File: config.mk
export PLATFORM = sky130hd
export DESIGN_NAME = regFile
export DESIGN_NICKNAME = d
export VERILOG_FILES = /design/src/tomasuloPkg.sv /design/src/regFile.sv
export SDC_FILE = /design/constraint.sdc
export NUM_CORES = 2
export LEC_CHECK = 0
export BUFFER_PORTS_ARGS = -buffer_cell sky130_fd_sc_hd__clkbuf_2
export CORE_MARGIN = 3
export CORE_UTILIZATION = 58
export DETAILED_ROUTE_END_ITERATION = 7
export GPL_ROUTABILITY_DRIVEN = 0
export PLACE_DENSITY = 0.76
export SYNTH_ARGS = -nofsm -noshare
export SYNTH_HDL_FRONTEND = slang
export SYNTH_SLANG_ARGS = --single-unit
File: constraint.sdc
create_clock -name clk -period 2.89 [get_ports clk]
set_clock_uncertainty 0.15 [all_clocks]
set_input_delay 0.1445 -clock clk [delete_from_list [all_inputs] [get_ports clk]]
set_output_delay 0.1445 -clock clk [all_outputs]
set_load 0.05 [all_outputs]
File: src/tomasuloPkg.sv
package tomasuloPkg;

    typedef logic [31:0] dataT;
    typedef logic [4:0] regNameT;

    typedef enum logic [2:0] {
        OP_ADD,
        OP_SUB,
        OP_AND,
        OP_OR,
        OP_XOR,
        OP_LI
    } opT;

    // Sources are ignored for OP_LI.
    function automatic dataT evalOp(opT op, dataT a, dataT b, dataT imm);
        case (op)
            OP_ADD:  return a + b;
            OP_SUB:  return a - b;
            OP_AND:  return a & b;
            OP_OR:   return a | b;
            OP_XOR:  return a ^ b;
            OP_LI:   return imm;
            default: return '0;
        endcase
    endfunction

endpackage
File: src/regFile.sv
`timescale 1ns/1ps

module regFile #(
    parameter int TAG_W = 4
) (
    input  logic                 clk,
    input  logic                 rst,
    input  logic                 dispValid,
    input  tomasuloPkg::regNameT dispRd,
    input  tomasuloPkg::regNameT dispRs1,
    input  tomasuloPkg::regNameT dispRs2,
    input  logic [TAG_W-1:0]     allocTag,
    output tomasuloPkg::dataT    rs1Data,
    output logic [TAG_W-1:0]     rs1Tag,
    output tomasuloPkg::dataT    rs2Data,
    output logic [TAG_W-1:0]     rs2Tag,
    input  logic                 commitValid,
    input  tomasuloPkg::regNameT commitRd,
    input  tomasuloPkg::dataT    commitData,
    input  logic [TAG_W-1:0]     commitTag
);
    import tomasuloPkg::*;

    dataT             regVal [32];
    logic [TAG_W-1:0] regTag [32];

    // Commit value is forwarded to a same-cycle reader.
    function automatic dataT readVal(regNameT name);
        if (commitValid && commitRd != '0 && commitRd == name) begin
            return commitData;
        end
        return regVal[name];
    endfunction

    function automatic logic [TAG_W-1:0] readTag(regNameT name);
        if (commitValid && commitRd == name && regTag[name] == commitTag) begin
            return '0;
        end
        return regTag[name];
    endfunction

    always_comb begin
        rs1Data = readVal(dispRs1);
        rs1Tag  = readTag(dispRs1);
        rs2Data = readVal(dispRs2);
        rs2Tag  = readTag(dispRs2);
    end

    always_ff @(posedge clk) begin
        if (rst) begin
            for (int i = 0; i < 32; i++) begin
                regVal[i] <= '0;
                regTag[i] <= '0;
            end
        end else begin
            if (commitValid && commitRd != '0) begin
                regVal[commitRd] <= commitData;
                if (regTag[commitRd] == commitTag) begin
                    regTag[commitRd] <= '0; // Younger rename keeps its tag.
                end
            end
            if (dispValid && dispRd != '0) begin
                regTag[dispRd] <= allocTag; // Overrides a same-cycle clear.
            end
        end
    end

endmodule

### After elaboration in Yosys (flattened, before gate mapping)

Memories as Yosys holds them, arrays and structs flattened.
Index checks and enable logic that the tools add are counted.

* div/mod/pow operators: 0
* reductions and logical operators: 13
* $mul: 0
* shifts and indexed selects: 0
* mux-type cells: 33
* magnitude comparators: 0
* equality and inequality tests: 5
* bitwise gates (word level): 0
* add/subtract/negate cells: 0

Operators by type and width (number)
* $mux 32: 5
* $reduce_or 32->1: 1
* $mux 4: 6
* $mux 1: 19
* $mux 5: 3
* $eq 4x4->1: 3
* $eq 5x5->1: 2
* $reduce_bool 5->1: 2
* $logic_and 1x1->1: 8
* $reduce_or 4->1: 2

* memories: 2
* bits of input ports: 64
* ROM bits: 0
* RAM bits: 1152
* bits in latches: 0
* bits in registers: 0
* output and inout port bits: 72

Memory list
* regVal: depth 32, bits a word 32, rd ports 2, clocked after Yosys merged registers in 0, wr ports 32, line regFile.sv:24 `dataT regVal [32];`
* regTag: depth 32, bits a word 4, rd ports 3, clocked after Yosys merged registers in 0, wr ports 32, line regFile.sv:25 `logic [TAG_W-1:0] regTag [32];`

### Longest topological paths before layout

An unclocked memory read counts as a cell.

* word-level depth: 8
* depth in mapped cells: 11
* depth with buffers taken out: 7

### Least setup slack after synthesis

OpenSTA, ideal clock, no wires.

* kind: input-to-output
* start: in dispRs2[1]
* end: out rs2Data[13]
* slack: -0.373 ns
* buffers on the path: 4
* data required time: 2.595 ns
* data arrival time: 2.968 ns
* stages: 8
* cell sequence: buf_2 > buf_2 > buf_1 > buf_1 > mux4_2 > mux4_2 > mux2i_1 > o21ai_0

* cells in the longest elaborated chain, start to end: 4
* elaborated cells between the ends (all ways): 5
* classes of those cells: eq/ne: 1; mux: 2; reduce/logical: 1; memory: 1

RTL lines
* from (decl): line regFile.sv:11 `input tomasuloPkg::regNameT dispRs2,`
* branches (longest 3 deep; another with $mem_v2 32x32)
* $mux 32 (*): line regFile.sv:32 `return regVal[name];`
* to (decl): line regFile.sv:15 `output tomasuloPkg::dataT rs2Data,`

Mark *: on every way between the ends.

==> impl_metrics.tcl <==
set metrics [dict create \
    slew_viol_final 0 \
    sw_frac_of_total_pct 26.5 \
    grt_pass1_vias 41500 \
    via_per_inst 7.18 \
    synth_edf_count 1152 \
    synthToLayoutAreaGrowth_pct 17.2 \
    design_area_mm2 0.0741 \
    die-area_mm2 0.113 \
    yosysWarningCount 0 \
    core_area_mm2 0.108 \
    hold_viol 0 \
    clock_sinks 1152 \
    post-place-ws_ns -0.393 \
    final_common_cell "edfxtp_1" \
    maxCapViolCount 0 \
    power.leakage_nw 25.8 \
    worstSetupPathType "flop to flop" \
    antenna_found_initial 7 \
    drt_iter0_drc 7205 \
    p_sw_mw 11.1 \
    p_clk_share_pct 35.1 \
    num_vias 41600 \
    drt-total-wl_um 206000 \
    yosysSeqAreaShare_pct 54.7 \
    hold_ws_ns 0.0241 \
    clk_path_buf_depth 3 \
    cts_made_buffers 118 \
    grt_pass1_wl_um 293000 \
    violations "negative setup slack" \
    grt.total_usage_pct 36.8 \
    combPwrFrac_pct 17.5 \
    p_int_mw 30.8 \
    io_pins 136 \
    cts_root_buffer "clkbuf_16" \
    synth_area_per_cell_um2 15.4 \
    clkTransAtPathRegs_ns 0.07 \
    first_pass_iters 6 \
    start_util_pct 58.7 \
    ys_ff_latch 1152 \
    cp-end-kind "flop" \
    tns_ns -30.38 \
    rows 120 \
    fin_crit_sh_pct 112 \
    syn_inst 4093 \
    seqPwrFrac_pct 47.4 \
    max_freq_mhz 309 \
    finish.utilization_pct 68.9 \
    arrival_ns 3.54 \
    critPathMaxFanout 4 \
    dpl.hpwl_um 123000 \
    synthArstFlopShare_pct 0 \
    setup_ws_ns -0.351 \
    slew_headroom_pct 23.8 \
    layout_min_cycle_time_ns 3.24 \
    cts_tree "built" \
    die_h_um 336 \
    critPathLaunchType "flop" \
    overflow 0 \
    hold_class "input port to flop" \
    final_cell_mix "edfxtp_1, and2_1, mux4_2" \
    synth_area_mm2 0.0632 \
    worst_pin_slew_ns 1.14 \
    synthDistinctLibCells 49 \
    cts_max_level 3 \
    grt_start_max_net_pins 100 \
    drc_errors 0 \
    rsz0062_at_grt "true" \
    synthFlopType "edfxtp_1" \
    clk_latency_ns 0.74 \
    nets 4366 \
    worst_ep_required_time_ns 3.19 \
    layout-drive-gt1-share_pct 34.7 \
    power-per-cell-area_mw_per_mm2 565 \
    avgRoutedWirePerCell_um 35.5 \
    status "finished with violations" \
    vdd_drop_max_uv 746 \
    setup_viol 188 \
    dpl-instance-area_mm2 0.0685 \
    postRouteAntennaNets 0 \
    numPortBuffers 135 \
    fp.dieW_um 336 \
]
layer usage:
| layer | global-route usage (%) | vias up | routed length [um] |
|---|---|---|---|
| li1 | - | 16200 | - |
| met1 | 49.7 | 21000 | 70500 |
| met2 | 55.8 | 3703 | 94600 |
| met3 | 10.1 | 727 | 29500 |
| met4 | 17.9 | 4 | 11400 |
| met5 | 0.213 | - | 46 |
registers in the layout, indices dropped and copies added, names as in the netlist:
name / flops
regTag: 128
regVal: 1024
logic make-up (layout without fill, tap and decap cells):
logic type | after synthesis | count (layout) | share of synthesized area [%]
buffers and inverters | 435 | 702 | 2.72
other | 1 | 41 | 0.00593
flip-flops | 1152 | 1152 | 54.7
XOR/XNOR | 20 | 20 | 0.277
AND/OR/NAND/NOR | 1383 | 1383 | 13.0
AO/OA/AOI/OAI | 220 | 220 | 2.31
multiplexers | 882 | 882 | 26.9
synth_stat cells, types with 3 or more instances:
library cell / n / share of area [%]
xor2_1: 11 / 0.15
buf_2: 27 / 0.21
buf_1: 73 / 0.43
a41oi_1: 4 / 0.055
o31ai_1: 4 / 0.047
mux2i_1: 226 / 3.6
a31oi_1: 4 / 0.040
buf_6: 6 / 0.11
nand2b_1: 6 / 0.059
mux4_2: 655 / 23
nor2b_1: 7 / 0.069
o211ai_1: 5 / 0.059
nor4_1: 4 / 0.040
or2_2: 33 / 0.33
or3_1: 3 / 0.030
buf_4: 3 / 0.036
or3b_1: 3 / 0.042
nor3_1: 3 / 0.024
nand2_1: 85 / 0.50
nand3b_1: 8 / 0.095
a21oi_1: 24 / 0.19
inv_1: 4 / 0.024
xnor2_1: 9 / 0.12
nor2_1: 83 / 0.49
or4_1: 4 / 0.047
nand3_1: 17 / 0.13
o22ai_1: 19 / 0.19
and2_1: 1118 / 11
or3b_2: 3 / 0.042
edfxtp_1: 1152 / 55
a211o_1: 31 / 0.43
a221oi_1: 8 / 0.11
a22oi_1: 39 / 0.46
clkbuf_1: 320 / 1.9
o21ai_0: 73 / 0.58
timing repair:
action | CTS | global route
pin swaps | 27 | 32
buffers inserted | 18 | 4
hold buffers | 17 | 0
gates resized for setup | 215 | 108
endpoints found under the hold margin | 451 | 0
endpoints found under the setup margin | 196 | 196
gates cloned | 3 | 0
path summary, 6_finish.rpt:
path | start | to | slack (ns) | cells after the start
max | regTag[14][2]$_SDFFCE_PN0P_ | regTag[1][0]$_SDFFCE_PN0P_ | -0.35 | 11
min | commitData[8] | regVal[10][8]$_SDFFCE_PN0P_ | 0.02 | 2
max reg2reg | regTag[14][2]$_SDFFCE_PN0P_ | regTag[1][0]$_SDFFCE_PN0P_ | -0.35 | 11
min reg2reg | regTag[18][0]$_SDFFCE_PN0P_ | regTag[13][3]$_SDFFCE_PN0P_ | 1.59 | 8
worst max-delay path, cell delays in order, from the launching register on:
cell and delay [ns]:
edfxtp_1 0.47, buf_4 0.18, mux4_2 0.48, a22oi_2 0.19, o211ai_1 0.17, xnor2_2 0.20
a2111oi_4 0.47, buf_6 0.20, buf_12 0.11, buf_16 0.12, buf_12 0.10, a211o_4 0.15
through the flow:
step                power, mW  std cells
finish                   41.9       5803
global placement         26.5       5546
detailed placement       26.7       5546
global route             42.8       5799
floorplan                23.9       4128
CTS                      41.6       5797
power by group through the flow:
stage | logic, mW | clock network [mW] | registers, mW
6_report | 7.34 | 14.7 | 19.8
5_1_grt | 7.51 | 15.4 | 19.9
4_1_cts | 7.03 | 14.7 | 19.8
3_5_place_dp | 6.52 | 0 | 20.1
3_3_place_gp | 6.46 | 0 | 20.1
2_1_floorplan | 4.02 | 0 | 19.9
area by class of cell:
cell class | count | area (um^2)
sequential | 1152 | 34600
inverter | 6 | 22.5
tap | 1403 | 1760
clock inverter | 67 | 584
multi-input combinational | 2541 | 28500
clock buffer | 146 | 3060
antenna | 5 | 12.5
timing repair buffer | 483 | 5560
fill | 6711 | 33500
No activity file was read; power rests on OpenSTA's default activity.
