## config.mk

```make
export PLATFORM = sky130hd
export DESIGN_NAME = cdbArbiter
export DESIGN_NICKNAME = d
export VERILOG_FILES = /design/src/tomasuloPkg.sv /design/src/cdbArbiter.sv
export SDC_FILE = /design/constraint.sdc
export NUM_CORES = 1
export LEC_CHECK = 0
export BUFFER_PORTS_ARGS = -buffer_cell sky130_fd_sc_hd__buf_2
export CAP_MARGIN = 20
export CORE_MARGIN = 1
export CORE_UTILIZATION = 25
export DETAILED_ROUTE_END_ITERATION = 6
export PLACE_DENSITY = 0.8
export SYNTH_ARGS = -nofsm -noshare
export SYNTH_HDL_FRONTEND = slang
export SYNTH_SLANG_ARGS = --single-unit
```

## constraint.sdc

```tcl
create_clock -name clk -period 1.5 [get_ports clk]
set_input_delay 0.075 -clock clk [delete_from_list [all_inputs] [get_ports clk]]
set_output_delay 0.075 -clock clk [all_outputs]
set_load 0.03 [all_outputs]
```

## src/tomasuloPkg.sv

```systemverilog
package tomasuloPkg;

    typedef logic [31:0] dataT;
    typedef logic [4:0] regNameT;

    typedef enum logic [2:0] {
        OP_ADD,
        OP_SUB,
        OP_AND,
        OP_OR,
        OP_XOR,
        OP_LI
    } opT;

    // Sources are ignored for OP_LI.
    function automatic dataT evalOp(opT op, dataT a, dataT b, dataT imm);
        case (op)
            OP_ADD:  return a + b;
            OP_SUB:  return a - b;
            OP_AND:  return a & b;
            OP_OR:   return a | b;
            OP_XOR:  return a ^ b;
            OP_LI:   return imm;
            default: return '0;
        endcase
    endfunction

endpackage
```

## src/cdbArbiter.sv

```systemverilog
`timescale 1ns/1ps

module cdbArbiter #(
    parameter int TAG_W = 4
) (
    input  logic              clk,
    input  logic              rst,
    input  logic              req0,
    input  logic              req1,
    input  logic [TAG_W-1:0]  tag0,
    input  tomasuloPkg::dataT data0,
    input  logic [TAG_W-1:0]  tag1,
    input  tomasuloPkg::dataT data1,
    output logic              grant0,
    output logic              grant1,
    output logic              cdbValid,
    output logic [TAG_W-1:0]  cdbTag,
    output tomasuloPkg::dataT cdbData
);

    logic prio; // High favors station 1.

    assign grant0   = req0 && (!req1 || !prio);
    assign grant1   = req1 && (!req0 || prio);
    assign cdbValid = req0 || req1;
    assign cdbTag   = grant1 ? tag1 : tag0;
    assign cdbData  = grant1 ? data1 : data0;

    always_ff @(posedge clk) begin
        if (rst) begin
            prio <= 1'b0;
        end else if (grant0) begin
            prio <= 1'b1;
        end else if (grant1) begin
            prio <= 1'b0;
        end
    end

endmodule

```

Yosys cells after proc, flatten, opt, wreduce, memory -nomap -nowiden
Cells that the tools add are included.

operators by class
  reduce and logical (&&, ||, !) cells = 9
  mux-type cells = 4

operators by type and width
  cell                count
  32-bit two-way mux  1
  4-bit two-way mux   1
  1-bit logical NOT   3
  1-bit logical OR    3
  1-bit logical AND   2
  1-bit two-way mux   2
  2-bit nonzero test  1

word-level totals
  output and inout port bits = 39
  bits of input ports = 76
  register bits after elaboration = 1

Logic depth before layout (Yosys ltp)
Gate-level depths: netlist (run 1).

  depth in word-level cells = 5
  mapped depth = 4

Worst setup path after synthesis (run 1)
No wires, ideal clock.

  path type = register to output
  start = reg prio
  end = out cdbData[28]
  cell stages (with the launch flop) = 4
  required time = 1.425 ns
  slack = 0.137 ns
  data arrival time = 1.288 ns
  cells stage by stage = dfxtp_1 o21ai_4 buf_8 mux2_1

on the way
  cells in the longest elaborated chain, start to end = 3

RTL lines
  what                    RTL line          text
  start, declared         cdbArbiter.sv:21  logic prio;
  start signal, assigned  cdbArbiter.sv:31  prio <= 1'b0;
  start signal, assigned  cdbArbiter.sv:33  prio <= 1'b1;
  start signal, assigned  cdbArbiter.sv:35  prio <= 1'b0;
  1-bit logical OR        cdbArbiter.sv:24  assign grant1 = req1 && (!req0 || prio);
  1-bit logical AND       cdbArbiter.sv:24
  32-bit two-way mux      cdbArbiter.sv:27  assign cdbData = grant1 ? data1 : data0;
  end, declared           cdbArbiter.sv:18  output tomasuloPkg::dataT cdbData

Every way passes these cells.

Worst setup path after layout (run 1)
  start = reg prio
  end = out cdbTag[0]

on the way
  cells in the longest elaborated chain, start to end = 3

RTL lines
  what               RTL line          text
  1-bit logical OR   cdbArbiter.sv:24
  1-bit logical AND  cdbArbiter.sv:24
  4-bit two-way mux  cdbArbiter.sv:26  assign cdbTag = grant1 ? tag1 : tag0;
  end, declared      cdbArbiter.sv:17  output logic [TAG_W-1:0] cdbTag,

Every way passes these cells.

==> results.md, run 1 <==
* DR top layer: met3
* Min-delay worst type: in2reg
* Final Hold Fails at 0
* Core Footprint at between 2000 and 2500 um^2
* XOR/XNOR Fraction of Synth Area at 0%
* LEAKAGE at 0.7390 nW
* Initial DRC count at 2
* Slew Limit Fails at 0
* Resize count post-CTS at 0
* Largest net degree at the start of global routing at 23
* Synth Area in Compound Gates at under 10%
* M1 WL at slightly below 600 um
* CP Max Fanout at 22
* Post-Syn Area per Cell at approximately 13 um^2
* Layout area overhead at 101.5%
* Worst Skew at 0 ps
* Final ANT Viol Nets at 0
* Final setup viols at 0
* Met2 WL at 1.065 mm
* Setup Fix Bufs, Post-CTS at 0
* PD cells at just under 500 nW/um^2
* Vias in the first global route at 727
* Die width at 50.66 um
* Register area at between 20 and 25 um^2
* Synth Register Bits at 1
* Reg with most FFs: prio
* Row count at 17
* Starting Density at 26.75%
* Critical path arrival at between 1000 and 1500 ps
* Routed WL at 1.933 mm
* CP Data Required Time at 1420 ps
* Routed length per instance at between 10 and 15 um
* First-pass GRT wire length at 2.780 mm
* Tightest Pin Transition at 203.4 ps
* Post-synthesis adder-cell area fraction at 0%
* Max VDD drop at 0.3023 mV
* Detail Placement HPWL at around 1.8 mm
* Outcome: completed
* Via/cell ratio at 4.277
* Drt pass-1 iters at 2
* Largest family of logic cells by synthesized area: multiplexers
* Post-Synthesis Net Count at 123
* Mux share of post-synthesis cell area at approximately 80%
* MaxCap Viol Count at 0
* Critical path origin: prio
* Ant diodes at 0
* Sequential area share after synthesis at about 3.4%
* Placer Congestion at 0.7553
* Largest register FFs at 1
* Die area at 2566 um^2
* Vias post-DR at approximately 800
* Post-synth cell types at 11
* Mapped Area at ~590 um^2
* Nets@finish at around 240
* CP Class: reg2out
* CTS clk-pin slew, worst paths at 0 ps
* Area leader, netlist: mux2_4
* Slew HR at 86.36%
* Yosys warns at 0
* Io pins at between 100 and 150
* Cts hold-fix bufs at 0
* RSZ-0062 raised after global routing: false
* Biggest regs: prio (1)
* CP startpoint kind: register
* Min Tclk post-route at 1374 ps
* Layout cells sized above 1 at approximately 95%
* Synth Instances at 47
* Final period utilization at approximately nine tenths
* Multi-input gate area at ~520 um^2
* Reg-to-Reg Start: prio
* Crit end category: primary output
* Synth Area in Simple Gates at between 1.5 and 2%
* DR DRC count at 0
* Dominant cells by area after synthesis: mux2_4 51%, mux2_2 27%, buf_8 7.6%
* Critical hold path startpoint: rst
* Max Fclk at slightly above 700 MHz
* Final setup TNS at 0 ps
* Clk_lat worst skew at 0 ps
* Total Routing Usage GR at between 10% and 20%
* Share of the synthesized area in the top cell type at 50.74%
* Fill cell count at approximately 220
* Worst hold slack at 249.9 ps
* Die H at 50.66 um
* Post-placement cell area at between 1000 and 1500 um^2
* Cell area after layout at ~1200 um^2
* Buffers on Ports at 114
* Initial antenna violation count at 0
* WL met3 at between 200 and 300 um
* Total congestion overflow at 0
power by group:
group	switching, mW	internal [mW]
Clock	0	0
Combinational	0.294	0.253
Sequential	0.00337	0.0294
final cells by class:
class,instances,share of cell area [%]
inverters,2,0.6296
multi-input cells,41,43.55
flip-flops and latches,1,1.679
well taps,28,2.938
repair buffers,116,51.21
synthesized netlist by cell type:
library cell   n
mux2_4        20
inv_1          2
a211oi_1       1
o21ai_4        1
mux2_1         2
a21oi_1        1
dfxtp_1        1
buf_8          3
or2_2          1
mux2_2        14
nor2_1         1
metal layers:
metal | track usage, % | vias up
met3 | 1.515 | 0
met1 | 12.28 | 333
met4 | 0 | 0
met5 | 0 | -
met2 | 31.11 | 69
li1 | - | 402
worst max-delay path: stages, from the launching register on:
cell and delay, ps:
dfxtp_1 340, o21ai_4 230, buf_12 200, mux2_2 350, buf_2 180
path summary, 6_finish.rpt:
path | end | slack [ps] | depth (start not counted)
worst max-delay path | cdbTag[0] | 130 | 4
worst min-delay path | prio | 250 | 2
worst max register to register | prio | 750 | 2
worst min register to register | prio | 570 | 2
placed cells by master, fill, tap and decap left out, drive strengths merged:
cell,instances
dfxtp,1
inv,2
o21ai,1
a211oi,1
nor2,1
or2,1
a21oi,1
buf,116
mux2,36
metrics by stage:
step | setup slack [ps] | std cells | total power, mW | util [%]
after global routing | 80.92 | 188 | 0.6098 | 53.90
after floorplan | 137.0 | 47 | 0.4059 | -
final | 126.3 | 188 | 0.5793 | 53.90
after global placement | 167.5 | 188 | 0.5728 | 53.90
after detailed placement | 122.9 | 188 | 0.5835 | 53.90
after CTS | 120.8 | 188 | 0.5846 | 53.90
kinds of logic (layout without fill, tap and decap cells):
family,after synthesis,after routing
buf+inv,5,118
compound gates,3,3
flops,1,1
simple gates,2,2
mux,36,36
Power figures use the tool's default switching activity.
==> run 2: changes to the inputs <==
--- a/config.mk
+++ b/config.mk
@@ -10,7 +10,7 @@
 export CORE_MARGIN = 1
 export CORE_UTILIZATION = 25
 export DETAILED_ROUTE_END_ITERATION = 6
-export PLACE_DENSITY = 0.8
+export PLACE_DENSITY = 0.9
 export SYNTH_ARGS = -nofsm -noshare
 export SYNTH_HDL_FRONTEND = slang
 export SYNTH_SLANG_ARGS = --single-unit
==> run 2 against run 1 <==
Effect of this change:
- power barely moved
- first-iteration DRC count fell by 100%
- critical path depth did not move
- die area did not move
- flip-flop and latch count did not move
- global-route usage fell by 0.52 points
- sequential power barely moved
- cell count did not move
- setup slack improved by 5.5 ps
- via count rose by 0.75%
- critical path type unchanged
- largest power group unchanged
==> results.md, run 2 (same netlist as run 1, synthesis figures left out) <==
* Buf+Inv Stages, Crit Path at 2
* Starting Density at roughly 27%
* Final ANT Viol Nets at 0
* Drt pass-1 iters at 1
* WL met3 at 251 um
* Inst Count DP at between 150 and 200
* Crit end category: primary output
* Critical path arrival at around 1300 ps
* Fin cells at between 150 and 200
* Routed length per instance at between 9 and 10 um
* Fill cell count at approximately 220
* Post-placement cell area at between 1000 and 1500 um^2
* Pre-CTS WS at around 120 ps
* Final core utilization at between 50 and 60%
* Core Footprint at ~2200 um^2
* M1 WL at 664 um
* CP Class: reg2out
* Buffers on Ports at 114
* Initial DRC count at 0
* Final period utilization at between 90% and 100%
* CP Max Fanout at 22
* Clk_lat worst skew at 0 ps
* Max Fclk at roughly 730 MHz
* LEAKAGE at 0.7390 nW
* Most frequent cells in the layout: 114 x buf_2, 20 x mux2_4, 14 x mux2_2
* Slew HR at a little under 90%
* Biggest regs: prio (1)
* Ant diodes at 0
* MaxCap Viol Count at 0
* Met2 WL at just under 1 mm
* Top Family by Delay on Critical Path: buffers and inverters
* Routed WL at 1.876 mm
* Worst hold slack at 246.4 ps
* Tot Pwr at between 500 and 600 uW
* Final setup viols at 0
* Layout cells sized above 1 at between 90% and 100%
* Outcome: completed
* Maximum single-stage delay on the critical path at 350 ps
* Cts hold-fix bufs at 0
* PD cells at approximately 490 nW/um^2
* First-pass GRT wire length at approximately 2.7 mm
* CP Data Required Time at about 1400 ps
* Largest net degree at the start of global routing at 23
* Total congestion overflow at 0
* Min Tclk post-route at 1368 ps
* DR top layer: met3
* Die width at ~51 um
* Placer Congestion at between 0.7 and 0.8
* Min-delay worst type: in2reg
* Slew Limit Fails at 0
* Initial antenna violation count at 0
* Final Hold Fails at 0
* CP max-delay cell: mux2_2
* Total Routing Usage GR at between 10% and 20%
* Largest register FFs at 1
* CTS clk-pin slew, worst paths at 0 ps
* Setup WS post-layout at approximately 130 ps
* Resize count post-CTS at 0
* Layout area overhead at 101.5%
* Critical Path, Cell by Cell: o21ai_4 -> buf_12 -> mux2_2 -> buf_2
* Vias in the first global route at 711
* Setup Fix Bufs, Post-CTS at 0
* Vias post-DR at between 800 and 900
* Die H at just over 50 um
* Io pins at 115
* Detail Placement HPWL at between 1.5 and 2 mm
* Worst Skew at 0 ps
* Die area at approximately 2600 um^2
* Max VDD drop at about 0.37 mV
* Cell area after layout at about 1200 um^2
* DR DRC count at 0
* Tightest Pin Transition at around 200 ps
* CP startpoint kind: register
* Commonest non-fill, non-tap cell in the layout: buf_2
* Row count at 17
* Nets@finish at between 200 and 250
* Final setup TNS at 0 ps
* Via/cell ratio at 4.309
* RSZ-0062 raised after global routing: false
* Reg with most FFs: prio
[run 2: cell counts in the layout (fill, tap and decap cells not counted)]
Identical to the previous run, type by type.
[run 2: worst register-to-register path: cells and delay by family (launching register included)]
kind               cells  cell delay [ps]
DFF                    1              400
AOI/OAI and AO/OA      1              150
and+or+nand+nor        1               70
[run 2: worst paths after layout]
| path | cells after the start | slack (ps) | endpoint | from |
|---|---|---|---|---|
| worst min register to register | 1 | 550 | prio | prio |
| worst min-delay path | 2 | 250 | prio | rst |
| worst max register to register | 2 | 790 | prio | prio |
| worst max-delay path | 4 | 130 | cdbTag[2] | prio |
[run 2: final cells by class]
type / instances / area (um^2) / share of cell area, %
Inverter: 2 / 7.507 / 0.6296
Multi-Input combinational cell: 41 / 519.2 / 43.55
Timing Repair Buffer: 116 / 610.6 / 51.21
Tap cell: 28 / 35.03 / 2.938
Sequential cell: 1 / 20.02 / 1.679
[run 2: layer usage]
| metal | up-vias | GRT usage [%] |
|---|---|---|
| met5 | - | 0 |
| met2 | 65 | 27.78 |
| met1 | 343 | 13.48 |
| met3 | 0 | 1.515 |
| met4 | 0 | 0 |
| li1 | 402 | - |
[run 2: report_power, final]
part	internal (mW)	switching [mW]
Sequential	0.0294	0.00332
Combinational	0.253	0.294
Clock	0	0
