$ cat config.mk
export PLATFORM = sky130hd
export DESIGN_NAME = aluStation
export DESIGN_NICKNAME = d
export VERILOG_FILES = /design/src/tomasuloPkg.sv /design/src/aluStation.sv
export SDC_FILE = /design/constraint.sdc
export NUM_CORES = 1
export LEC_CHECK = 0
export ABC_AREA = 1
export BUFFER_PORTS_ARGS = -buffer_cell sky130_fd_sc_hd__clkbuf_2
export CAP_MARGIN = 25
export CORE_MARGIN = 5
export CORE_UTILIZATION = 32
export DETAILED_ROUTE_END_ITERATION = 8
export PLACE_DENSITY = 0.55
export SKIP_LAST_GASP = 1
export SYNTH_ARGS = -nofsm -noshare
export SYNTH_HDL_FRONTEND = slang
export SYNTH_SLANG_ARGS = --single-unit
$ cat constraint.sdc
create_clock -name clk -period 9.5 [get_ports clk]
set_input_delay 1.425 -clock clk [delete_from_list [all_inputs] [get_ports clk]]
set_output_delay 1.425 -clock clk [all_outputs]
set_load 0.02 [all_outputs]
$ cat src/tomasuloPkg.sv
package tomasuloPkg;

    typedef logic [31:0] dataT;
    typedef logic [4:0] regNameT;

    typedef enum logic [2:0] {
        OP_ADD,
        OP_SUB,
        OP_AND,
        OP_OR,
        OP_XOR,
        OP_LI
    } opT;

    // Sources are ignored for OP_LI.
    function automatic dataT evalOp(opT op, dataT a, dataT b, dataT imm);
        case (op)
            OP_ADD:  return a + b;
            OP_SUB:  return a - b;
            OP_AND:  return a & b;
            OP_OR:   return a | b;
            OP_XOR:  return a ^ b;
            OP_LI:   return imm;
            default: return '0;
        endcase
    endfunction

endpackage
$ cat src/aluStation.sv
`timescale 1ns/1ps

module aluStation #(
    parameter int ALU_LAT = 1,
    parameter int TAG_W   = 4
) (
    input  logic              clk,
    input  logic              rst,
    input  logic              issueValid,
    input  tomasuloPkg::opT   issueOp,
    input  tomasuloPkg::dataT issueA,
    input  logic [TAG_W-1:0]  issueATag,
    input  tomasuloPkg::dataT issueB,
    input  logic [TAG_W-1:0]  issueBTag,
    input  tomasuloPkg::dataT issueImm,
    input  logic [TAG_W-1:0]  issueTag,
    input  logic              cdbValid,
    input  logic [TAG_W-1:0]  cdbTag,
    input  tomasuloPkg::dataT cdbData,
    input  logic              cdbGrant,
    output logic              free,
    output logic              cdbReq,
    output logic [TAG_W-1:0]  resTag,
    output tomasuloPkg::dataT resData
);
    import tomasuloPkg::*;

    localparam int CNT_W = $clog2(ALU_LAT + 1);

    logic             busy;
    logic [CNT_W-1:0] cnt;     // Remaining execute cycles.
    logic             opsReady;
    opT               op;
    dataT             a;
    dataT             b;
    dataT             imm;
    logic [TAG_W-1:0] aTag;
    logic [TAG_W-1:0] bTag;
    logic [TAG_W-1:0] tag;

    assign opsReady = (aTag == '0) && (bTag == '0);
    assign free     = !busy;
    assign cdbReq   = busy && opsReady && (cnt == '0); // Held until granted.
    assign resTag   = tag;
    assign resData  = evalOp(op, a, b, imm);

    always_ff @(posedge clk) begin
        if (rst) begin
            busy <= 1'b0;
            cnt  <= '0;
        end else if (issueValid) begin
            busy <= 1'b1;
            cnt  <= CNT_W'(ALU_LAT - 1);
        end else if (cdbGrant) begin
            busy <= 1'b0;
        end else if (busy && opsReady && cnt != '0) begin
            cnt <= cnt - 1'b1;
        end
    end

    always_ff @(posedge clk) begin
        if (issueValid) begin
            op   <= issueOp;
            a    <= issueA;
            aTag <= issueATag;
            b    <= issueB;
            bTag <= issueBTag;
            imm  <= issueImm;
            tag  <= issueTag;
        end else begin
            if (busy && cdbValid && aTag != '0 && cdbTag == aTag) begin
                a    <= cdbData;
                aTag <= '0;
            end
            if (busy && cdbValid && bTag != '0 && cdbTag == bTag) begin
                b    <= cdbData;
                bTag <= '0;
            end
        end
    end

endmodule

======== Yosys cells after proc, flatten, opt, wreduce, memory -nomap -nowiden ========
Index checks and enable logic that the tools add are counted.
operators by class
  add/sub/neg operators ................... 3
  multiply operators ...................... 0
  divide/modulo/power cells ............... 0
  $lt $le $gt $ge ......................... 0
  eq/ne operators ......................... 7
  shift operators ......................... 0
  mux-type cells .......................... 11
  bitwise logic cells ..................... 5
  reductions and logical operators ........ 20
operators with widths
  cell                 count
  $pmux 32 s6          1
  $mux 32              4
  $add 32x32->32       1
  $and 32x32->32       1
  $or 32x32->32        1
  $sub 32x32->32       1
  $xor 32x32->32       1
  $mux 4               4
  $logic_and 1x1->1    9
  $eq 4x4->1           2
  $logic_not 4->1      2
  $reduce_bool 4->1    2
  $eq 3x2->1 const B   2
  $eq 3x3->1 const B   2
  $reduce_bool 2->1    3
  $eq 3x1->1 const B   1
  $logic_not 3->1      1
  $mux 1               2
  $not 1->1            2
  $reduce_and 2->1     1
  $reduce_or 2->1      1
  $logic_not 1->1      1
  $sub 1x1->1 const B  1
storage, ports and cells
  register bits after elaboration ......... 113
  bits in latches ......................... 0
  memory bits (writable) .................. 0
  ROM bits ................................ 0
  input port bits ......................... 152
  output and inout bits ................... 38
  word-level logic and storage cells ...... 55
  memories ................................ 0

======== Logic depth before layout (Yosys ltp) ========
Gate-level depths: netlist (run 1).
  word-level depth ........................ 5
  depth in mapped cells ................... 24
  depth with buffers taken out ............ 24

======== Worst setup path after synthesis (run 1) ========
Ideal clock, no wire load.
  path type ............................... register -> output
  from .................................... register b[0]
  to ...................................... output resData[17]
  data arrival time ....................... 2.797 ns
  required time ........................... 8.075 ns
  setup slack ............................. 5.278 ns
  stages on the path, launching flop included .. 21
  cell sequence ........................... edfxtp_1 -> inv_1 -> ha_1 -> inv_1 -> nor3_2 -> inv_1 -> nor2_4 -> nand2_2 -> o21ai_2 -> o21ai_1 -> xor2_1 -> ha_1 -> nand2_1 -> inv_1 -> nand2_1 -> nand2_1 -> a21oi_1 -> nand3_1 -> nand2_1 -> inv_1 -> o21ai_1
between the ends
  word-level cells in the longest chain between the ends .. 2
  elaborated cells on any way between the ends .. 3
ends and longest elaborated chain
  element                                           line                                  text
  start, declared                                   aluStation.sv:35                      dataT b;
  start signal, assigned                            aluStation.sv:66                      b <= issueB;
  start signal, assigned                            aluStation.sv:76                      b <= cdbData;
  $sub 32x32->32 or $add 32x32->32 (tied branches)  tomasuloPkg.sv:19, tomasuloPkg.sv:18
  $pmux 32 s6 *                                     tomasuloPkg.sv:17                     case (op)
  end, declared                                     aluStation.sv:24                      output tomasuloPkg::dataT resData
Every way passes the cells marked *; elsewhere a longest branch is shown, timed or not.

======== Worst setup path in the final report (run 1) ========
  from .................................... register op[2]
  to ...................................... output resData[26]
between the ends
  word-level cells in the longest chain between the ends .. 2
  elaborated cells on any way between the ends .. 7
ends and longest elaborated chain
  element                             line               text
  start, declared                     aluStation.sv:33   opT op;
  start signal, assigned              aluStation.sv:63   op <= issueOp;
  $eq 3x3->1 (tied with other cells)  tomasuloPkg.sv:17
  $pmux 32 s6 *                       tomasuloPkg.sv:17
Marked as above.

==> metrics.md, run 1 <==
| Metric | Value |
|---|---|
| Reg2reg setup slack | `7.39 ns` |
| Power Density | `155.5 nW/um^2` |
| DRC | `0` |
| Ys Warns | `0` |
| Worst slew margin | `41.21%` |
| WS Path Type | `flip-flop to primary output` |
| Die width | `183.6 um` |
| Io pins | `190` |
| Number of cell rows | `63` |
| Drt pass-1 iters | `5` |
| Clock Skew | `0.008350 ns` |
| HPWL after detailed placement | `25330 um` |
| Tot GR Track Use | `17.94%` |
| Post-CTS Resized | `0` |
| Clk root buf | `clkbuf_16` |
| Vias in the first global route | `8645` |
| Grt ovf | `0` |
| Post-synthesis sequential element count | `113` |
| Fillcell total | `3113` |
| Initial DRC count | `513` |
| Crit end category | `primary output` |
| Via count | `8801` |
| Post-synthesis cell count | `1282` |
| Routability cong. | `0.9372` |
| Largest net degree at the start of global routing | `86` |
| Fin cells | `1869` |
| Register area share after synthesis | `34.96%` |
| Leading area contributor after synthesis | `edfxtp_1` |
| First-pass GRT wire length | `47130 um` |
| Final instance area | `11520 um^2` |
| Max frequency | `172.2 MHz` |
| Hold crit path type | `flip-flop to flip-flop` |
| Hold_ws | `0.4533 ns` |
| Core ar. | `29720 um^2` |
| Number of H-tree levels | `4` |
| Tmin final | `5.806 ns` |
| Share of layout cells above drive strength 1 | `20.42%` |
| Dpl cells | `1837` |
| Average routed wire per standard cell | `16.14 um` |
| CTS tree | `yes` |
| Worst-Skew Late Latency | `0.42 ns` |
| Setup_tns | `0 ns` |
| CP arrival | `4.38 ns` |
| Status | `finished clean` |
| Top cells by area, synth | `edfxtp_1 (35%), nand2_1 (18%), ha_1 (12%)` |
| CTS max path bufs | `2` |
| Detailed Route WL | `30160 um` |
| Top cell type's share of synthesized area | `34.55%` |
| Die Span Y | `183.6 um` |
| Max Transition Viols Final | `0` |
| Total CTS buffers | `17` |
| Setup repair after global routing missed its margin | `false` |
| Critical Path Start Type | `flip-flop` |
| Crit Path Max Fanout | `25` |
| Max cap viols | `0` |
| Post-DP Area | `10950 um^2` |
| # nets final | `1715` |
| Post-DRT Antenna Nets | `0` |
| Max VDD drop | `0.1225 mV` |
| Area delta synth->final | `19.37%` |
| Die area | `33720 um^2` |
| Final setup viols | `0` |
| WP data required | `8.08 ns` |
| Slew @ Worst Pin | `0.8819 ns` |
| Final period util | `61.12%` |
| Post-synth cell types | `46` |
| Hold buffers post-CTS | `0` |
| Syn Nets | `1531` |
| Initial antenna violation count | `0` |
| Reg clk slew, reported paths | `0.06 ns` |
| Num Clock Sinks | `113` |
| Via density per instance | `4.709` |
| Syn_area_per_cell | `7.526 um^2` |
| Leak | `5.911 nW` |
| Starting Density | `32.47%` |
| Post-CTS Setup Bufs | `0` |
| Antenna Diode Count | `0` |
| # port buffers | `189` |
| Hold Fails Final Rpt | `0` |
| Final design utilization | `38.76%` |
| Mapped Area | `9648 um^2` |
## metal layers
metal,GRT usage [%],part of all wire (%)
met3,2.315,4.8
met1,26.55,49
met2,27.43,44
met4,5.125,1.7
met5,0,0
## through the flow
stage	worst slack, ns	power, mW
2_1_floorplan	5.278	1.002
3_3_place_gp	4.203	1.190
3_5_place_dp	4.157	1.194
4_1_cts	3.690	1.805
5_1_grt	3.384	1.904
6_report	3.694	1.791
## report_power, final
part | internal (mW) | leakage [nW] | switching (mW)
logic | 0.186 | 4.52 | 0.368
registers | 0.593 | 1.11 | 0.0368
clock network | 0.370 | 0.271 | 0.236
total | 1.15 | 5.91 | 0.641
## logic make-up (layout without fill, tap and decap cells)
family                     Yosys count  count (layout)  synth area share [%]
DFF                                113             113                 34.96
adders and majority gates           97              97                 12.66
AOI/OAI and AO/OA                  143             143                 10.26
buffers and inverters              216             413                 9.091
xor gates and xnor gates            31              31                 2.814
and+or+nand+nor                    682             682                 30.22
## cell type report
cell class / instances / area, um^2 / area share, %
clock buffers: 19 / 442.9 / 3.846
clock inverters: 13 / 127.6 / 1.108
inverters: 187 / 701.9 / 6.095
multi-input cells: 953 / 5398 / 46.87
flip-flops and latches: 113 / 3373 / 29.29
well taps: 390 / 488.0 / 4.237
repair buffers: 194 / 985.9 / 8.561
## flip-flops by register name (all words and copies together) (netlist names)
| name | cells |
|---|---|
| resTag | 4 |
| b | 32 |
| a | 32 |
| imm | 32 |
| bTag | 4 |
| busy | 1 |
| op | 3 |
| aTag | 4 |
| cnt | 1 |
## cell usage in the layout (no fill, tap or decap), types with 3 or more instances in the layout
cell type   instances
clkinv_4            3
a21oi_2             3
inv_2               8
nor3_1              8
nand2_1           453
o2111ai_1           4
nor2_1             93
xor2_1             31
buf_4               6
a21oi_1            43
clkbuf_2          188
nand3_1            55
inv_1             178
o21bai_1            4
ha_1               96
a211oi_1            4
nand3b_1           10
o21ai_0            35
nor2_4              5
clkinvlp_4          3
nor3_2              3
a221oi_1            3
inv_6               5
clkbuf_16          17
o21ai_1            16
edfxtp_1          111
nand4_1            15
nor2_2              9
a221oi_2           18
nand2_2            20
## cell usage after synthesis, drive strengths merged
master   count
dfxtp        2
o21bai       4
o211ai       1
o22ai        2
buf         17
nor3        12
edfxtp     111
ha          96
or2          1
clkinv       1
a211oi       4
a21o         2
a22oi        2
nand2      475
nand3       57
inv        186
nand4       15
o21ai       52
a221oi      21
o21a         2
nand3b      11
o2111ai      4
xor2        31
a21oi       46
nor4         4
nor2       107
fa           1
clkbuf      12
o31ai        3
## worst max-delay path, cell delays in order (launching register included)
cell and delay, ns:
edfxtp_1 0.51, nor2_4 0.63, nand2_4 0.33, inv_2 0.32, nor2_4 0.09, nor2_1 0.14
xor2_1 0.16, inv_1 0.06, ha_1 0.37, nand2_1 0.12, nor2_1 0.25, nand2_1 0.13
nor4_2 0.14, nand2_1 0.10, nand3_1 0.09, nand3_1 0.17, nand2_1 0.16, clkbuf_2 0.18
## path summary, 6_finish.rpt
path	cells after the start	end	start
worst max-delay path	17	resData[26]	op[2]
worst min-delay path	2	cnt	cnt
worst max register to register	5	a[0]	aTag[2]
worst min register to register	2	cnt	cnt
No activity file was read; power rests on OpenSTA's default activity.
==> run 2, diff against run 1 <==
- clock period: 9.5 -> 5.7 ns (I/O delays scaled with it)
==> run 2 against run 1 <==
Via count decreased by 0.93%. Cell count hardly changed. Count of clock-buffer cells in the layout rose by 1. Die area unchanged. Register-to-register slack worse by 3.8 ns. Utilization is 0.22 points higher. Non-clock buffer count up 1. Worst setup slack got worse by 2.7 ns. Final area up 0.58%. Highest routed layer unchanged. First-iteration DRC count rose by 9.0%.
==> metrics.md, run 2 (synthesis gave the netlist of run 1 again) <==
| Metric | Value |
|---|---|
| Io pins | `190` |
| Post-CTS Resized | `0` |
| Fillcell total | `3139` |
| WP data required | `4.85 ns` |
| First-pass GRT wire length | `46930 um` |
| Initial antenna violation count | `0` |
| Worst setup margin | `0.9487 ns` |
| Number of cell rows | `63` |
| Hold Fails Final Rpt | `0` |
| Slew @ Worst Pin | `0.8503 ns` |
| Max frequency | `210.5 MHz` |
| Via count | `8719` |
| Setup repair after global routing missed its margin | `false` |
| Crit Path Max Fanout | `5` |
| Clk root buf | `clkbuf_16` |
| Max VDD drop | `0.1865 mV` |
| WS Path Type | `flip-flop to primary output` |
| HPWL after detailed placement | `25030 um` |
| Area delta synth->final | `20.06%` |
| Final period util | `83.36%` |
| # port buffers | `189` |
| Final setup viols | `0` |
| Total CTS buffers | `17` |
| # nets final | `1716` |
| Critical Path Start Type | `flip-flop` |
| Power Density | `267.2 nW/um^2` |
| Average routed wire per standard cell | `16.03 um` |
| Starting Density | `32.47%` |
| CTS max path bufs | `2` |
| Post-DRT Antenna Nets | `0` |
| Regs by FF count | `a x32, b x32, imm x32` |
| Detailed Route WL | `29980 um` |
| Initial DRC count | `559` |
| Core ar. | `29720 um^2` |
| Worst slew margin | `43.23%` |
| Hold_ws | `0.4531 ns` |
| Hold buffers post-CTS | `0` |
| Drt pass-1 iters | `7` |
| Share of layout cells above drive strength 1 | `20.41%` |
| Die Span Y | `183.6 um` |
| Die area | `33720 um^2` |
| Vias in the first global route | `8477` |
| Largest net degree at the start of global routing | `76` |
| Tot GR Track Use | `17.86%` |
| DRC | `0` |
| Commonest non-fill, non-tap cell in the layout | `nand2_1` |
| CP arrival | `3.90 ns` |
| CTS tree | `yes` |
| Grt ovf | `0` |
| Crit end category | `primary output` |
| Status | `finished clean` |
| Setup_tns | `0 ns` |
| Number of H-tree levels | `4` |
| Routability cong. | `0.9035` |
| Place WS | `1.354 ns` |
| Max cap viols | `0` |
| Hold crit path type | `flip-flop to flip-flop` |
| Num Clock Sinks | `113` |
| Post-CTS Setup Bufs | `0` |
| Leak | `5.942 nW` |
| Tmin final | `4.751 ns` |
| Via density per instance | `4.663` |
| Clock Skew | `0.005468 ns` |
| Commonest non-fill, non-tap cells in the layout | `nand2_1 (453), clkbuf_2 (188), inv_1 (178)` |
| Reg clk slew, reported paths | `0.05 ns` |
| Max Transition Viols Final | `0` |
| Worst-Skew Late Latency | `0.42 ns` |
| Die width | `183.6 um` |
| Antenna Diode Count | `0` |
-- run 2: cell count changes in the layout (fill, tap and decap cells not counted), sizes merged --
cell and delta:
buf +1, bufinv +3, inv -3, clkinv -1, clkbuf +1
-- run 2: final cells by class --
| class | count | area, um^2 | area share [%] |
|---|---|---|---|
| flip-flops and latches | 113 | 3373 | 29.12 |
| inverters | 187 | 701.9 | 6.060 |
| clock inverters | 12 | 182.7 | 1.577 |
| multi-input cells | 953 | 5398 | 46.60 |
| repair buffers | 195 | 993.5 | 8.576 |
| well taps | 390 | 488.0 | 4.213 |
| clock buffers | 20 | 446.7 | 3.856 |
-- run 2: layer usage --
metal	global-route usage [%]	wire (um)	up-vias	part of all wire (%)
met3	2.829	1322	24	4.4
met1	26.83	15240	3965	51
met5	0	0	-	0
li1	-	-	4543	-
met4	4.857	439	0	1.5
met2	26.56	12970	187	43
-- run 2: power by group --
part	switching [mW]	internal (mW)	total (mW)
sequential	0.0619	0.989	1.05
clock	0.377	0.745	1.12
combinational	0.611	0.311	0.923
total	1.05	2.05	3.10
-- run 2: critical path: stages (launching register included) --
cell      delay (ns)
edfxtp_1        0.54
nor2_1          0.28
nand3_1         0.18
nor2_1          0.23
nand3_1         0.14
xor2_1          0.16
nand2_1         0.05
o21ai_0         0.11
ha_1            0.42
nand2_1         0.17
nor2_1          0.25
nand2_1         0.13
nor4_2          0.15
nand2_1         0.10
nand3_1         0.10
nand3_1         0.16
nand2_1         0.13
clkbuf_2        0.17
-- run 2: worst paths after layout --
path              depth (start not counted)          end  slack [ns]  startpoint
hold / removal                            2          cnt        0.45         cnt
hold reg to reg                           2          cnt        0.45         cnt
setup / recovery                         17  resData[26]        0.95        b[8]
setup reg to reg                          5         a[1]        3.55     aTag[2]
-- run 2: metrics by stage --
step                      std cells  util [%]  power [mW]  cell area (um^2)
after CTS                      1870     38.98       3.124             11580
after detailed placement       1838     36.86       1.991             10950
after floorplan                1282         -       1.670              9648
after global placement         1838     36.86       1.987             10950
after global routing           1870     38.98       3.294             11580
final                          1870     38.98       3.096             11580
==> run 3, diff against run 2 <==
- clock period: 5.7 -> 4.7 ns (I/O delays scaled with it)
==> run 3 against run 2 <==
Count of clock-buffer cells in the layout is the same. Highest routed layer unchanged. Largest power group unchanged. Global-route usage fell by 0.087 points. Sequential power is 21% higher. Non-clock buffer count rose by 8. Critical path depth is the same. Clock skew is 0.0059 ns higher. Die area is the same. Critical path type unchanged.
==> metrics.md, run 3 (synthesis gave the netlist of run 1 again) <==
| Metric | Value |
|---|---|
| Status | `finished clean` |
| Worst-Skew Late Latency | `0.41 ns` |
| WP data required | `3.99 ns` |
| First-pass GRT wire length | `46670 um` |
| Max Transition Viols Final | `0` |
| CP arrival | `3.68 ns` |
| Final design utilization | `39.32%` |
| Die area | `33720 um^2` |
| DRC | `0` |
| Crit Path Max Fanout | `5` |
| Critical Path Start Type | `flip-flop` |
| Crit end category | `primary output` |
| Slew @ Worst Pin | `0.8728 ns` |
| Num Clock Sinks | `113` |
| Reg-to-reg startpoint | `aTag[2]` |
| HPWL after detailed placement | `24980 um` |
| Starting Density | `32.47%` |
| Hold_ws | `0.4532 ns` |
| Grt ovf | `0` |
| Via count | `8791` |
| Power Density | `319.4 nW/um^2` |
| Fillcell total | `3095` |
| Leak | `5.977 nW` |
| Most frequent CP cell | `nand2_1` |
| # nets final | `1724` |
| Worst slew margin | `41.82%` |
| Regs by FF count | `a x32, b x32, imm x32` |
| Top Metal Used | `met4` |
| Detailed Route WL | `30070 um` |
| Max VDD drop | `0.2460 mV` |
| Reg clk slew, reported paths | `0.06 ns` |
| Hold crit path type | `flip-flop to flip-flop` |
| Average routed wire per standard cell | `16.01 um` |
| Core ar. | `29720 um^2` |
| Post-DRT Antenna Nets | `0` |
| Worst Min Path Start | `cnt` |
| Via density per instance | `4.681` |
| Clk root buf | `clkbuf_16` |
| Max frequency | `227.8 MHz` |
| Antenna Diode Count | `0` |
| Critical path startpoint | `b[14]` |
| Io pins | `190` |
| Tot GR Track Use | `17.77%` |
| Worst path slowest cell | `edfxtp_1` |
| Clock Skew | `0.01134 ns` |
| Total CTS buffers | `17` |
| Met2 routed WL | `13170 um` |
| # port buffers | `189` |
| Final setup viols | `0` |
| Vias in the first global route | `8615` |
| Final period util | `93.38%` |
| Number of H-tree levels | `4` |
| Die Span Y | `183.6 um` |
| Drt pass-1 iters | `5` |
| Share of layout cells above drive strength 1 | `21.64%` |
| Number of cell rows | `63` |
| Hold buffers post-CTS | `0` |
| Commonest non-fill, non-tap cell in the layout | `nand2_1` |
| CP peak stage delay | `0.50 ns` |
| Die width | `183.6 um` |
| Routability cong. | `0.9489` |
| CP cell instances | `nor2_1 > nand3_1 > nor2_1 > nand3_1 > xor2_1 > nand2_1 > o21ai_0 > ha_1 > nand2_1 > nor2_1 > nand2_1 > nor4_2 > nand2_1 > nand3_1 > nand3_1 > nand2_1 > clkbuf_2` |
| Initial antenna violation count | `0` |
| CTS tree | `yes` |
| Register area | `3373 um^2` |
| Multi-input logic area | `5463 um^2` |
| Max cap viols | `0` |
| Hold Fails Final Rpt | `0` |
| WS Path Type | `flip-flop to primary output` |
| Initial DRC count | `540` |
| WL met1 | `14540 um` |
| Largest net degree at the start of global routing | `85` |
| WL met3 | `1774 um` |
| CTS max path bufs | `2` |
| Area delta synth->final | `21.10%` |
| Commonest non-fill, non-tap cells in the layout | `nand2_1 (451), clkbuf_2 (187), inv_1 (176)` |
| Total Power | `3.732 mW` |
| Tmin final | `4.389 ns` |
## run 3: per-layer routing
metal / up-vias / GRT usage (%)
met5: - / 0
li1: 4566 / -
met1: 3926 / 26.00
met4: 0 / 4.946
met3: 29 / 3.364
met2: 270 / 26.81
## run 3: area by class of cell
cell class | count | share of cell area (%)
clock buffers | 20 | 3.823
clock inverters | 12 | 1.349
inverters | 187 | 6.008
multi-input cells | 953 | 46.76
flip-flops and latches | 113 | 28.87
well taps | 390 | 4.176
repair buffers | 203 | 9.017
## run 3: where the power goes
group          total, mW  switching, mW  leakage, nW  internal, mW
combinational       1.14          0.749         4.58         0.392
sequential          1.27         0.0751         1.11          1.20
clock               1.32          0.466        0.287         0.850
total               3.73           1.29         5.98          2.44
## run 3: worst paths after layout
| path | slack [ns] | cells after the start | end |
|---|---|---|---|
| max reg2reg | 2.58 | 5 | a[12] |
| min reg2reg | 0.45 | 2 | cnt |
| min | 0.45 | 2 | cnt |
| max | 0.31 | 17 | resData[26] |
## run 3: per-stage QoR
stage | TNS, ns | setup slack, ns | instances | area, um^2
2_1_floorplan | 0 | 1.198 | 1282 | 9648
3_3_place_gp | 0 | 0.5835 | 1838 | 10950
3_5_place_dp | 0 | 0.5548 | 1838 | 10950
4_1_cts | 0 | 0.07715 | 1870 | 11560
5_1_grt | -0.007779 | -0.005852 | 1878 | 11680
6_report | 0 | 0.3109 | 1878 | 11680
## run 3: timing repair
action,CTS,global route
buffers inserted,0,8
endpoints found under the setup margin,0,12
gates resized for setup,0,18
## run 3: worst max-delay path, delay by kind of cell (launching register included)
| kind | cells | cell delay (ns) |
|---|---|---|
| AO/OA/AOI/OAI | 1 | 0.09 |
| buffers and inverters | 1 | 0.18 |
| adder cells (fa/ha/maj) | 1 | 0.41 |
| flip-flops | 1 | 0.50 |
| XOR/XNOR | 1 | 0.16 |
| AND/OR/NAND/NOR | 13 | 1.96 |
